`config.mk`:
```
export PLATFORM = sky130hd
export DESIGN_NAME = multi_fifo_top
export DESIGN_NICKNAME = d
export VERILOG_FILES = /design/src/fifo_pkg.sv /design/src/multi_fifo_top.sv /design/src/queue_rsp_merge.sv /design/src/queue_cmd_demux.sv /design/src/single_fifo_control.sv /design/src/sp_sram.sv
export SDC_FILE = /design/constraint.sdc
export NUM_CORES = 2
export LEC_CHECK = 0
export BUFFER_PORTS_ARGS = -buffer_cell sky130_fd_sc_hd__buf_2
export CAP_MARGIN = 10
export CORE_MARGIN = 3
export CORE_UTILIZATION = 40
export DETAILED_ROUTE_END_ITERATION = 6
export GPL_TIMING_DRIVEN = 0
export HOLD_SLACK_MARGIN = 0.08
export PLACE_DENSITY = 0.62
export SLEW_MARGIN = 20
export SYNTH_ARGS = -nofsm -noshare
export SYNTH_HDL_FRONTEND = slang
export SYNTH_HIERARCHICAL = 1
export SYNTH_SLANG_ARGS = --single-unit
```
`constraint.sdc`:
```
create_clock -name clk -period 7.65 [get_ports clk]
set_input_delay 0.3825 -clock clk [delete_from_list [all_inputs] [get_ports clk]]
set_output_delay 0.3825 -clock clk [all_outputs]
set_load 0.02 [all_outputs]
```
`src/fifo_pkg.sv`:
```
// shared definitions for the multi-queue FIFO
// holds the command encoding, the entry type and the width helper
`default_nettype none

package fifo_pkg;

  // defaults that the top level takes for its parameters
  parameter int DATA_WIDTH_DEF = 32;
  parameter int DEPTH_DEF = 16;
  parameter int NUM_QUEUES_DEF = 4;

  // one queue entry, as wide as the default data path
  typedef logic [DATA_WIDTH_DEF-1:0] fifo_data_t;

  // command encoding on the input port and through the pipelines
  // nop still travels the pipe and gets a response
  typedef enum logic [1:0] {
    fifo_nop  = 2'd0,
    fifo_push = 2'd1,
    fifo_pop  = 2'd2
  } fifo_cmd_t;

  // ceiling of log2, never below 1 so that a width of zero cannot appear
  // pointers, occupancy counters and queue ids are all sized with it
  function automatic int fifo_clog2(input int value);
    int result;
    result = 0;
    while ((1 << result) < value) begin
      result++;
    end
    if (result < 1) begin
      result = 1;
    end
    return result;
  endfunction

endpackage

`default_nettype wire
```
`src/multi_fifo_top.sv`:
```
// top of the multi-queue FIFO
// a demux, one controller and SRAM per queue, and a response merge
`default_nettype none

module multi_fifo_top
  import fifo_pkg::*;
#(
  parameter int NUM_QUEUES = NUM_QUEUES_DEF,
  parameter int DEPTH      = DEPTH_DEF,
  parameter int DATA_WIDTH = $bits(fifo_data_t),
  // the id field holds twice the queue count so that bad ids can be sent
  localparam int QID_WIDTH  = fifo_clog2(2 * NUM_QUEUES),
  localparam int ADDR_WIDTH = fifo_clog2(DEPTH)
) (
  input  wire logic                  clk,
  input  wire logic                  rst_n,
  input  wire logic                  cmd_v,
  input  wire fifo_cmd_t             cmd,
  input  wire logic [QID_WIDTH-1:0]  cmd_qid,
  input  wire logic [DATA_WIDTH-1:0] push_data,
  output logic                       rsp_v,
  output logic      [QID_WIDTH-1:0]  rsp_qid,
  output fifo_cmd_t                  rsp_cmd,
  output logic      [DATA_WIDTH-1:0] pop_data,
  output logic                       err_uf,
  output logic                       err_of,
  output logic                       err_qid,
  output logic      [NUM_QUEUES-1:0] full_vec,
  output logic      [NUM_QUEUES-1:0] empty_vec
);

  // per-queue wires between the controllers and the merge
  logic      [NUM_QUEUES-1:0] ctl_cmd_v;
  logic      [NUM_QUEUES-1:0] ctl_rsp_v;
  logic      [NUM_QUEUES-1:0] ctl_err_uf;
  logic      [NUM_QUEUES-1:0] ctl_err_of;
  logic      [NUM_QUEUES-1:0] ctl_full;
  logic      [NUM_QUEUES-1:0] ctl_empty;
  fifo_cmd_t                  ctl_rsp_cmd [NUM_QUEUES];
  logic      [DATA_WIDTH-1:0] ctl_pop_data [NUM_QUEUES];
  logic                       qerr_v;
  fifo_cmd_t                  qerr_cmd;

  queue_cmd_demux #(
    .NUM_QUEUES (NUM_QUEUES),
    .QID_WIDTH  (QID_WIDTH)
  ) u_queue_cmd_demux (
    .clk       (clk),
    .rst_n     (rst_n),
    .cmd_v     (cmd_v),
    .cmd       (cmd),
    .cmd_qid   (cmd_qid),
    .ctl_cmd_v (ctl_cmd_v),
    .qerr_v    (qerr_v),
    .qerr_cmd  (qerr_cmd)
  );

  // --------------------------------------------------
  // one controller and one SRAM per queue
  // --------------------------------------------------
  for (genvar q = 0; q < NUM_QUEUES; q++) begin : g_queue
    logic                  sram_re;
    logic                  sram_we;
    logic [ADDR_WIDTH-1:0] sram_addr;
    logic [DATA_WIDTH-1:0] sram_wdata;
    logic [DATA_WIDTH-1:0] sram_rdata;

    // cmd and push_data reach every controller, only the strobe is steered
    single_fifo_control #(
      .DEPTH      (DEPTH),
      .DATA_WIDTH (DATA_WIDTH)
    ) u_single_fifo_control (
      .clk        (clk),
      .rst_n      (rst_n),
      .cmd_v      (ctl_cmd_v[q]),
      .cmd        (cmd),
      .push_data  (push_data),
      .rsp_v      (ctl_rsp_v[q]),
      .rsp_cmd    (ctl_rsp_cmd[q]),
      .err_uf     (ctl_err_uf[q]),
      .err_of     (ctl_err_of[q]),
      .pop_data   (ctl_pop_data[q]),
      .full       (ctl_full[q]),
      .empty      (ctl_empty[q]),
      .sram_re    (sram_re),
      .sram_we    (sram_we),
      .sram_addr  (sram_addr),
      .sram_wdata (sram_wdata),
      .sram_rdata (sram_rdata)
    );

    sp_sram #(
      .DEPTH      (DEPTH),
      .DATA_WIDTH (DATA_WIDTH)
    ) u_sp_sram (
      .clk   (clk),
      .re    (sram_re),
      .we    (sram_we),
      .addr  (sram_addr),
      .wdata (sram_wdata),
      .rdata (sram_rdata)
    );
  end

  queue_rsp_merge #(
    .NUM_QUEUES (NUM_QUEUES),
    .DATA_WIDTH (DATA_WIDTH),
    .QID_WIDTH  (QID_WIDTH)
  ) u_queue_rsp_merge (
    .clk          (clk),
    .rst_n        (rst_n),
    .ctl_rsp_v    (ctl_rsp_v),
    .ctl_rsp_cmd  (ctl_rsp_cmd),
    .ctl_err_uf   (ctl_err_uf),
    .ctl_err_of   (ctl_err_of),
    .ctl_pop_data (ctl_pop_data),
    .ctl_full     (ctl_full),
    .ctl_empty    (ctl_empty),
    .qerr_v       (qerr_v),
    .qerr_cmd     (qerr_cmd),
    .rsp_v        (rsp_v),
    .rsp_qid      (rsp_qid),
    .rsp_cmd      (rsp_cmd),
    .pop_data     (pop_data),
    .err_uf       (err_uf),
    .err_of       (err_of),
    .err_qid      (err_qid),
    .full_vec     (full_vec),
    .empty_vec    (empty_vec)
  );

endmodule

`default_nettype wire

```
`src/queue_rsp_merge.sv`:
```
// response merge for the multi-queue FIFO
// folds the controller responses into one registered port plus status vectors
`default_nettype none

module queue_rsp_merge
  import fifo_pkg::*;
#(
  parameter int NUM_QUEUES = 4,
  parameter int DATA_WIDTH = 32,
  parameter int QID_WIDTH  = 3
) (
  input  wire logic                  clk,
  input  wire logic                  rst_n,
  input  wire logic [NUM_QUEUES-1:0] ctl_rsp_v,
  input  wire fifo_cmd_t             ctl_rsp_cmd [NUM_QUEUES],
  input  wire logic [NUM_QUEUES-1:0] ctl_err_uf,
  input  wire logic [NUM_QUEUES-1:0] ctl_err_of,
  input  wire logic [DATA_WIDTH-1:0] ctl_pop_data [NUM_QUEUES],
  input  wire logic [NUM_QUEUES-1:0] ctl_full,
  input  wire logic [NUM_QUEUES-1:0] ctl_empty,
  input  wire logic                  qerr_v,
  input  wire fifo_cmd_t             qerr_cmd,
  output logic                       rsp_v,
  output logic      [QID_WIDTH-1:0]  rsp_qid,
  output fifo_cmd_t                  rsp_cmd,
  output logic      [DATA_WIDTH-1:0] pop_data,
  output logic                       err_uf,
  output logic                       err_of,
  output logic                       err_qid,
  output logic      [NUM_QUEUES-1:0] full_vec,
  output logic      [NUM_QUEUES-1:0] empty_vec
);

  logic                  sel_v;
  logic [QID_WIDTH-1:0]  sel_qid;
  fifo_cmd_t             sel_cmd;
  logic [DATA_WIDTH-1:0] sel_data;
  logic                  sel_uf;
  logic                  sel_of;

  // only one source can be valid in a cycle since one command enters per cycle
  always_comb begin
    sel_v    = 1'b0;
    sel_qid  = '0;
    sel_cmd  = fifo_nop;
    sel_data = '0;
    sel_uf   = 1'b0;
    sel_of   = 1'b0;
    for (int i = 0; i < NUM_QUEUES; i++) begin
      if (ctl_rsp_v[i]) begin
        sel_v    = 1'b1;
        sel_qid  = QID_WIDTH'(i);
        sel_cmd  = ctl_rsp_cmd[i];
        sel_data = ctl_pop_data[i];
        sel_uf   = ctl_err_uf[i];
        sel_of   = ctl_err_of[i];
      end
    end
    // a bad id has no owner, so it reports the all-ones id
    if (qerr_v) begin
      sel_v   = 1'b1;
      sel_qid = '1;
      sel_cmd = qerr_cmd;
    end
  end

  // --------------------------------------------------
  // output registers
  // --------------------------------------------------
  always_ff @(posedge clk or negedge rst_n) begin
    if (!rst_n) begin
      rsp_v     <= 1'b0;
      rsp_qid   <= '0;
      rsp_cmd   <= fifo_nop;
      err_uf    <= 1'b0;
      err_of    <= 1'b0;
      err_qid   <= 1'b0;
      full_vec  <= '0;
      empty_vec <= '1;
    end else begin
      rsp_v     <= sel_v;
      rsp_qid   <= sel_qid;
      rsp_cmd   <= sel_cmd;
      err_uf    <= sel_uf;
      err_of    <= sel_of;
      err_qid   <= qerr_v;
      full_vec  <= ctl_full;
      empty_vec <= ctl_empty;
    end
  end

  // pop data is only read for an error-free pop
  always_ff @(posedge clk) begin
    pop_data <= sel_data;
  end

endmodule

`default_nettype wire

```
`src/queue_cmd_demux.sv`:
```
// command demux for the multi-queue FIFO
// steers the command strobe to one controller and delays bad-id errors
`default_nettype none

module queue_cmd_demux
  import fifo_pkg::*;
#(
  parameter int NUM_QUEUES = 4,
  parameter int QID_WIDTH  = 3
) (
  input  wire logic                  clk,
  input  wire logic                  rst_n,
  input  wire logic                  cmd_v,
  input  wire fifo_cmd_t             cmd,
  input  wire logic [QID_WIDTH-1:0]  cmd_qid,
  output logic      [NUM_QUEUES-1:0] ctl_cmd_v,
  output logic                       qerr_v,
  output fifo_cmd_t                  qerr_cmd
);

  // an id is only legal below NUM_QUEUES, the id field can hold more
  logic      qid_bad;
  logic      [2:0] qerr_v_pipe;
  fifo_cmd_t qerr_cmd_pipe [3];

  assign qid_bad = (cmd_qid >= QID_WIDTH'(NUM_QUEUES));

  // one-hot strobe, an out-of-range id matches no controller at all
  always_comb begin
    for (int i = 0; i < NUM_QUEUES; i++) begin
      ctl_cmd_v[i] = cmd_v & (cmd_qid == QID_WIDTH'(i));
    end
  end

  // --------------------------------------------------
  // bad-id delay line
  // --------------------------------------------------
  // three stages match p0, p1 and p2 of a controller, so the error
  // shows up at the merge in the same cycle a controller would answer
  always_ff @(posedge clk or negedge rst_n) begin
    if (!rst_n) begin
      qerr_v_pipe <= '0;
    end else begin
      qerr_v_pipe <= {qerr_v_pipe[1:0], cmd_v & qid_bad};
    end
  end

  // the command only matters while the matching valid is set
  always_ff @(posedge clk) begin
    qerr_cmd_pipe[0] <= cmd;
    qerr_cmd_pipe[1] <= qerr_cmd_pipe[0];
    qerr_cmd_pipe[2] <= qerr_cmd_pipe[1];
  end

  assign qerr_v   = qerr_v_pipe[2];
  assign qerr_cmd = qerr_cmd_pipe[2];

endmodule

`default_nettype wire

```
`src/single_fifo_control.sv`:
```
// control for one queue of the multi-queue FIFO
// keeps pointers and occupancy and runs the three-stage SRAM pipeline
`default_nettype none

module single_fifo_control
  import fifo_pkg::*;
#(
  parameter int DEPTH      = 16,
  parameter int DATA_WIDTH = 32,
  localparam int PTR_WIDTH = fifo_clog2(DEPTH),
  localparam int CNT_WIDTH = fifo_clog2(DEPTH + 1)
) (
  input  wire logic                  clk,
  input  wire logic                  rst_n,
  input  wire logic                  cmd_v,
  input  wire fifo_cmd_t             cmd,
  input  wire logic [DATA_WIDTH-1:0] push_data,
  output logic                       rsp_v,
  output fifo_cmd_t                  rsp_cmd,
  output logic                       err_uf,
  output logic                       err_of,
  output logic      [DATA_WIDTH-1:0] pop_data,
  output logic                       full,
  output logic                       empty,
  output logic                       sram_re,
  output logic                       sram_we,
  output logic      [PTR_WIDTH-1:0]  sram_addr,
  output logic      [DATA_WIDTH-1:0] sram_wdata,
  input  wire logic [DATA_WIDTH-1:0] sram_rdata
);

  // --------------------------------------------------
  // queue state
  // --------------------------------------------------
  logic [PTR_WIDTH-1:0] wp_q;
  logic [PTR_WIDTH-1:0] wp_nxt;
  logic [PTR_WIDTH-1:0] rp_q;
  logic [PTR_WIDTH-1:0] rp_nxt;
  logic [CNT_WIDTH-1:0] cnt_q;
  logic [CNT_WIDTH-1:0] cnt_nxt;

  logic is_push;
  logic is_pop;
  logic acc_err_uf;
  logic acc_err_of;
  logic acc_ok;

  // pipeline stages, the valids are control and the rest is payload
  logic                  p0_v;
  fifo_cmd_t             p0_cmd;
  logic                  p0_err_uf;
  logic                  p0_err_of;
  logic [PTR_WIDTH-1:0]  p0_addr;
  logic [DATA_WIDTH-1:0] p0_data;
  logic                  p0_ok;

  logic                  p1_v;
  fifo_cmd_t             p1_cmd;
  logic                  p1_err_uf;
  logic                  p1_err_of;

  logic                  p2_v;
  fifo_cmd_t             p2_cmd;
  logic                  p2_err_uf;
  logic                  p2_err_of;
  logic [DATA_WIDTH-1:0] p2_data;

  // pointers wrap at DEPTH, which need not be a power of two
  function automatic logic [PTR_WIDTH-1:0] ptr_inc(input logic [PTR_WIDTH-1:0] ptr);
    return (ptr == PTR_WIDTH'(DEPTH - 1)) ? '0 : ptr + 1'b1;
  endfunction

  assign is_push = (cmd == fifo_push);
  assign is_pop  = (cmd == fifo_pop);

  // errors are judged against the occupancy at the moment of acceptance
  assign acc_err_uf = is_pop & (cnt_q == '0);
  assign acc_err_of = is_push & (cnt_q == CNT_WIDTH'(DEPTH));
  assign acc_ok     = cmd_v & ~acc_err_uf & ~acc_err_of;

  // a failed command leaves the queue exactly as it was
  always_comb begin
    cnt_nxt = cnt_q;
    wp_nxt  = wp_q;
    rp_nxt  = rp_q;
    if (acc_ok && is_push) begin
      cnt_nxt = cnt_q + 1'b1;
      wp_nxt  = ptr_inc(wp_q);
    end
    if (acc_ok && is_pop) begin
      cnt_nxt = cnt_q - 1'b1;
      rp_nxt  = ptr_inc(rp_q);
    end
  end

  always_ff @(posedge clk or negedge rst_n) begin
    if (!rst_n) begin
      wp_q  <= '0;
      rp_q  <= '0;
      cnt_q <= '0;
      full  <= 1'b0;
      empty <= 1'b1;
      p0_v  <= 1'b0;
      p1_v  <= 1'b0;
      p2_v  <= 1'b0;
    end else begin
      wp_q  <= wp_nxt;
      rp_q  <= rp_nxt;
      cnt_q <= cnt_nxt;
      // status follows the occupancy after this cycle's command
      full  <= (cnt_nxt == CNT_WIDTH'(DEPTH));
      empty <= (cnt_nxt == '0);
      p0_v  <= cmd_v;
      p1_v  <= p0_v;
      p2_v  <= p1_v;
    end
  end

  // --------------------------------------------------
  // pipeline payload
  // --------------------------------------------------
  always_ff @(posedge clk) begin
    // p0 takes the command along with its error bits and address
    if (cmd_v) begin
      p0_cmd    <= cmd;
      p0_err_uf <= acc_err_uf;
      p0_err_of <= acc_err_of;
      p0_addr   <= is_pop ? rp_q : wp_q;
      p0_data   <= push_data;
    end
    if (p0_v) begin
      p1_cmd    <= p0_cmd;
      p1_err_uf <= p0_err_uf;
      p1_err_of <= p0_err_of;
    end
    // read data from the SRAM is ready one cycle after the access
    if (p1_v) begin
      p2_cmd    <= p1_cmd;
      p2_err_uf <= p1_err_uf;
      p2_err_of <= p1_err_of;
      p2_data   <= sram_rdata;
    end
  end

  // p1 cycle, the SRAM is only touched by a command that passed its check
  assign p0_ok      = p0_v & ~p0_err_uf & ~p0_err_of;
  assign sram_re    = p0_ok & (p0_cmd == fifo_pop);
  assign sram_we    = p0_ok & (p0_cmd == fifo_push);
  assign sram_addr  = p0_addr;
  assign sram_wdata = p0_data;

  // p2 drives the response toward the merge
  assign rsp_v    = p2_v;
  assign rsp_cmd  = p2_cmd;
  assign err_uf   = p2_v & p2_err_uf;
  assign err_of   = p2_v & p2_err_of;
  assign pop_data = p2_data;

endmodule

`default_nettype wire

```
`src/sp_sram.sv`:
```
// behavioral single-port SRAM
// synchronous write and a registered read that holds without re
`default_nettype none

module sp_sram
  import fifo_pkg::*;
#(
  parameter int DEPTH      = 16,
  parameter int DATA_WIDTH = 32,
  localparam int ADDR_WIDTH = fifo_clog2(DEPTH)
) (
  input  wire logic                  clk,
  input  wire logic                  re,
  input  wire logic                  we,
  input  wire logic [ADDR_WIDTH-1:0] addr,
  input  wire logic [DATA_WIDTH-1:0] wdata,
  output logic      [DATA_WIDTH-1:0] rdata
);

  logic [DATA_WIDTH-1:0] mem [DEPTH];

  // the controller never asks for re and we in the same cycle
  always_ff @(posedge clk) begin
    if (we) begin
      mem[addr] <= wdata;
    end
    if (re) begin
      rdata <= mem[addr];
    end
  end

endmodule

`default_nettype wire

```
==> impl_metrics.csv <==
group,metric,value,unit
logic_synthesis,ys_top_cells_by_area,"edfxtp_1, mux4_2, a22oi_1, dfrtp_1, dfxtp_1",
run_status,outcome,"complete, but fails checks",
setup_path,cp_common_cell,"buf_4",
global_route,grt_pass1_wl,347,mm
logic_synthesis,avgSynthCellArea,22.6,um^2
layout,nets,4936,
timing,whs,161,ps
timing,maxSlewViolCount,0,
route,wirelength,244,mm
clocking,clk_pin_slew_worst_paths,60,ps
placed_design,place_hpwl,160,mm
timing,min_period,3580,ps
floorplan,die_x,498,um
placed_design,portBuffers,88,
logic_synthesis,synth_simple_gate_area_frac,0.0222,
pwr,max-vdd-ir-drop,0.253,mV
floorplan,start_util,0.405,
timing,tightest_slew,1140,ps
layout,area_growth,17.4,%
route,drt_first_iter_violations,5432,
setup_path,critPathMaxStageDelay,680,ps
pwr,p_total,29700,uW
placed_design,place.gp.congestion,0.955,
global_route,grt_max_degree,61,
logic_synthesis,async_flop_share,0.0347,
setup_path,cp_slowest_cell,"nor3_2",
min_path,min_path_type,"input port to flop",
run_status,violations,"DRC",
setup_path,cp_max_fo,8,
clocking,cts_tree,"built",
logic_synthesis,syn-num-nets,4347,
timing,fmax,0.279,GHz
logic_synthesis,synth_edf_count,2496,
placed_design,place_area,105000,um^2
clocking,root_buffer,"clkbuf_16",
setup_path,critPathKind,"flop to flop",
route,detail-route-antenna-nets,0,
clocking,cts_inserted_buffers,279,
logic_synthesis,synthXorXnorAreaFrac,0.00127,
floorplan,die-area,248000,um^2
layout,final_cell_area,114000,um^2
layout,nFillCells,19400,
setup_path,start_kind,"flop",
global_route,overflow,0,
clocking,clock-sinks,2625,
timing,timing.final.crit_share,0.468,
setup_path,path_buf_inv,2,
timing,finalSetupTns,0,ps
setup_path,required,8250,ps
timing,rsz0062_at_grt,"no",
pwr,leakage,0.0362,uW
setup_path,critPathArrivalTime,4180,ps
timing,relSlewSlack,0.234,
logic_synthesis,ys_ff_latch,2625,
logic_synthesis,ys.warnings.count,6,
clocking,cts_max_level,5,
logic_synthesis,synthMuxAreaShare,0.123,
route,drc,1,
logic_synthesis,syn_inst,4287,
global_route,gr-usage-all-layers,0.196,
global_route,grt_pass1_vias,47200,
floorplan,rows,179,
clocking,clock_path_buffers,4,
logic_synthesis,syn_area,96800,um^2
pwr,powerDensity,262,nW/um^2
route,num_vias,47000,
logic_synthesis,synth_cell_types,70,
timing,hold_viol,0,
logic_synthesis,synth_compound_area_frac,0.0329,
logic_synthesis,synth_adder_area_share,0.00259,
clocking,clk_latency,930,ps
clocking,post_cts_buffers,0,
floorplan,dieHeight,498,um
clocking,cts_resized,0,
job,max_cap_violations,0,
layout,drive_gt1_frac,0.270,
setup_path,cp-end-kind,"flop",
logic_synthesis,yosysTopAreaCell,"edfxtp_1",
route,first_pass_iters,7,
logic_synthesis,synth_top_area_frac,0.774,
route,routedWlPerCell,29.5,um
setup_path,crit_chain,"nor2_1 -> nand2_1 -> nor3b_2 -> or3b_2 -> nor3_2 -> buf_4 -> buf_4",
logic_synthesis,seq_area_frac_synth,0.806,
setup_path,path_delay_family,"simple AND/OR/NAND/NOR gates",
clocking,hold_buffers,42,
route,avgViaCountPerCell,5.68,
floorplan,ios,89,
floorplan,coreArea,239000,um^2
timing,finalClockSkew,55.5,ps
global_route,antenna_found_initial,33,
timing,setup_violations,0,
logic_synthesis,synth_top_family_by_area,"multiplexers",
logic_synthesis,synth_ff_type,"edfxtp_1",
-- cells in the final DEF, fill, tap and decap left out, types with 13 or more instances in the layout --
cell type      count
nor2_4            48
edfxtp_1        2496
bufinv_16         13
clkinv_1          41
mux2_2            28
buf_6             52
o21ai_0           47
nand3_1           13
dlygate4sd3_1     41
nor2b_1           15
xnor2_1           14
inv_1             15
clkbuf_1         190
nor2_1            25
diode_2           45
buf_16            67
buf_2            139
nand2_1          170
a22oi_1          325
dfxtp_1           38
clkinv_2          33
and2_1            18
a21oi_1           18
dfrtp_1           79
a31oi_1           14
ha_1              20
nor3_2            16
buf_4             82
mux4_2           512
buf_12            17
clkbuf_16        289
-- metal layers --
| metal | share of wire | track usage | vias up |
|---|---|---|---|
| li1 | - | - | 19300 |
| met4 | 0.043 | 0.0802 | 0 |
| met5 | 0 | 0 | - |
| met2 | 0.47 | 0.307 | 2208 |
| met3 | 0.092 | 0.0492 | 398 |
| met1 | 0.39 | 0.263 | 25100 |
-- cells in the mapped netlist (28+ instances only) --
master    number
buf_6         28
nand2_1      170
a22oi_1      325
dfrtp_1       83
dfxtp_1       38
buf_2         52
mux2_2        28
clkbuf_1     123
o21ai_0       47
edfxtp_1    2496
nor2_1        73
mux4_2       512
-- flip-flops by register name, summed over array words and instances (netlist names), 8 cells and up --
signal                                    cells
g_queue.u_single_fifo_control/rsp_cmd         8
g_queue.u_single_fifo_control/sram_wdata    128
g_queue.u_single_fifo_control/sram_addr      16
g_queue.u_single_fifo_control/p0_cmd          8
g_queue.u_single_fifo_control/pop_data      128
g_queue.u_sp_sram/mem                      2048
u_queue_rsp_merge/pop_data                   32
g_queue.u_single_fifo_control/p1_cmd          8
g_queue.u_single_fifo_control/wp_q           16
g_queue.u_single_fifo_control/cnt_q          20
g_queue.u_single_fifo_control/rp_q           16
g_queue.u_sp_sram/rdata                     128
-- power by group --
part	internal (uW)	switching, uW
combinational	435	631
sequential	15800	230
clock	7380	5260
-- metrics by stage --
stage	cells	utilization	setup slack (ps)
floorplan	4287	-	3430
CTS	8228	0.474	3710
global placement	7542	0.423	-333
global route	8240	0.475	3890
finish	8273	0.475	4070
detailed placement	7720	0.438	3740
-- cells by family after synthesis --
group                    after synthesis
adder cells (fa/ha/maj)               20
multiplexers                         545
AO/OA/AOI/OAI                        438
flip-flops                          2625
buffers and inverters                230
AND/OR/NAND/NOR                      415
XOR/XNOR                              14
-- final timing paths --
check                                                                   end  slack (ps)                                            startpoint  depth (start not counted)
max                               g_queue[1].u_sp_sram/mem[0][12]$_DFFE_PP_        4070  g_queue[1].u_single_fifo_control/p0_err_uf$_DFFE_PP_                          7
min                           u_queue_cmd_demux/qerr_cmd_pipe[0][0]$_DFF_P_         160                                                cmd[0]                          1
max reg2reg                       g_queue[1].u_sp_sram/mem[0][12]$_DFFE_PP_        4070  g_queue[1].u_single_fifo_control/p0_err_uf$_DFFE_PP_                          7
min reg2reg                         u_queue_rsp_merge/full_vec[2]$_DFF_PN0_         320       g_queue[2].u_single_fifo_control/full$_DFF_PN0_                          0
max in group asynchronous  g_queue[2].u_single_fifo_control/empty$_DFF_PN1_        6540                                                 rst_n                          4
min in group asynchronous  g_queue[3].u_single_fifo_control/empty$_DFF_PN1_         630                                                 rst_n                          3
-- cell type report --
class,count,area (um^2),share of cell area
Sequential cell,2625,78000,0.687
Timing Repair Buffer,308,3840,0.0338
Multi-Input combinational cell,1432,18100,0.159
Clock inverter,104,845,0.00743
Inverter,15,56.3,0.000496
Clock buffer,362,7570,0.0666
Antenna cell,45,113,0.000991
Buffer,215,1120,0.00986
Tap cell,3167,3960,0.0349
Power figures use the tool's default switching activity.
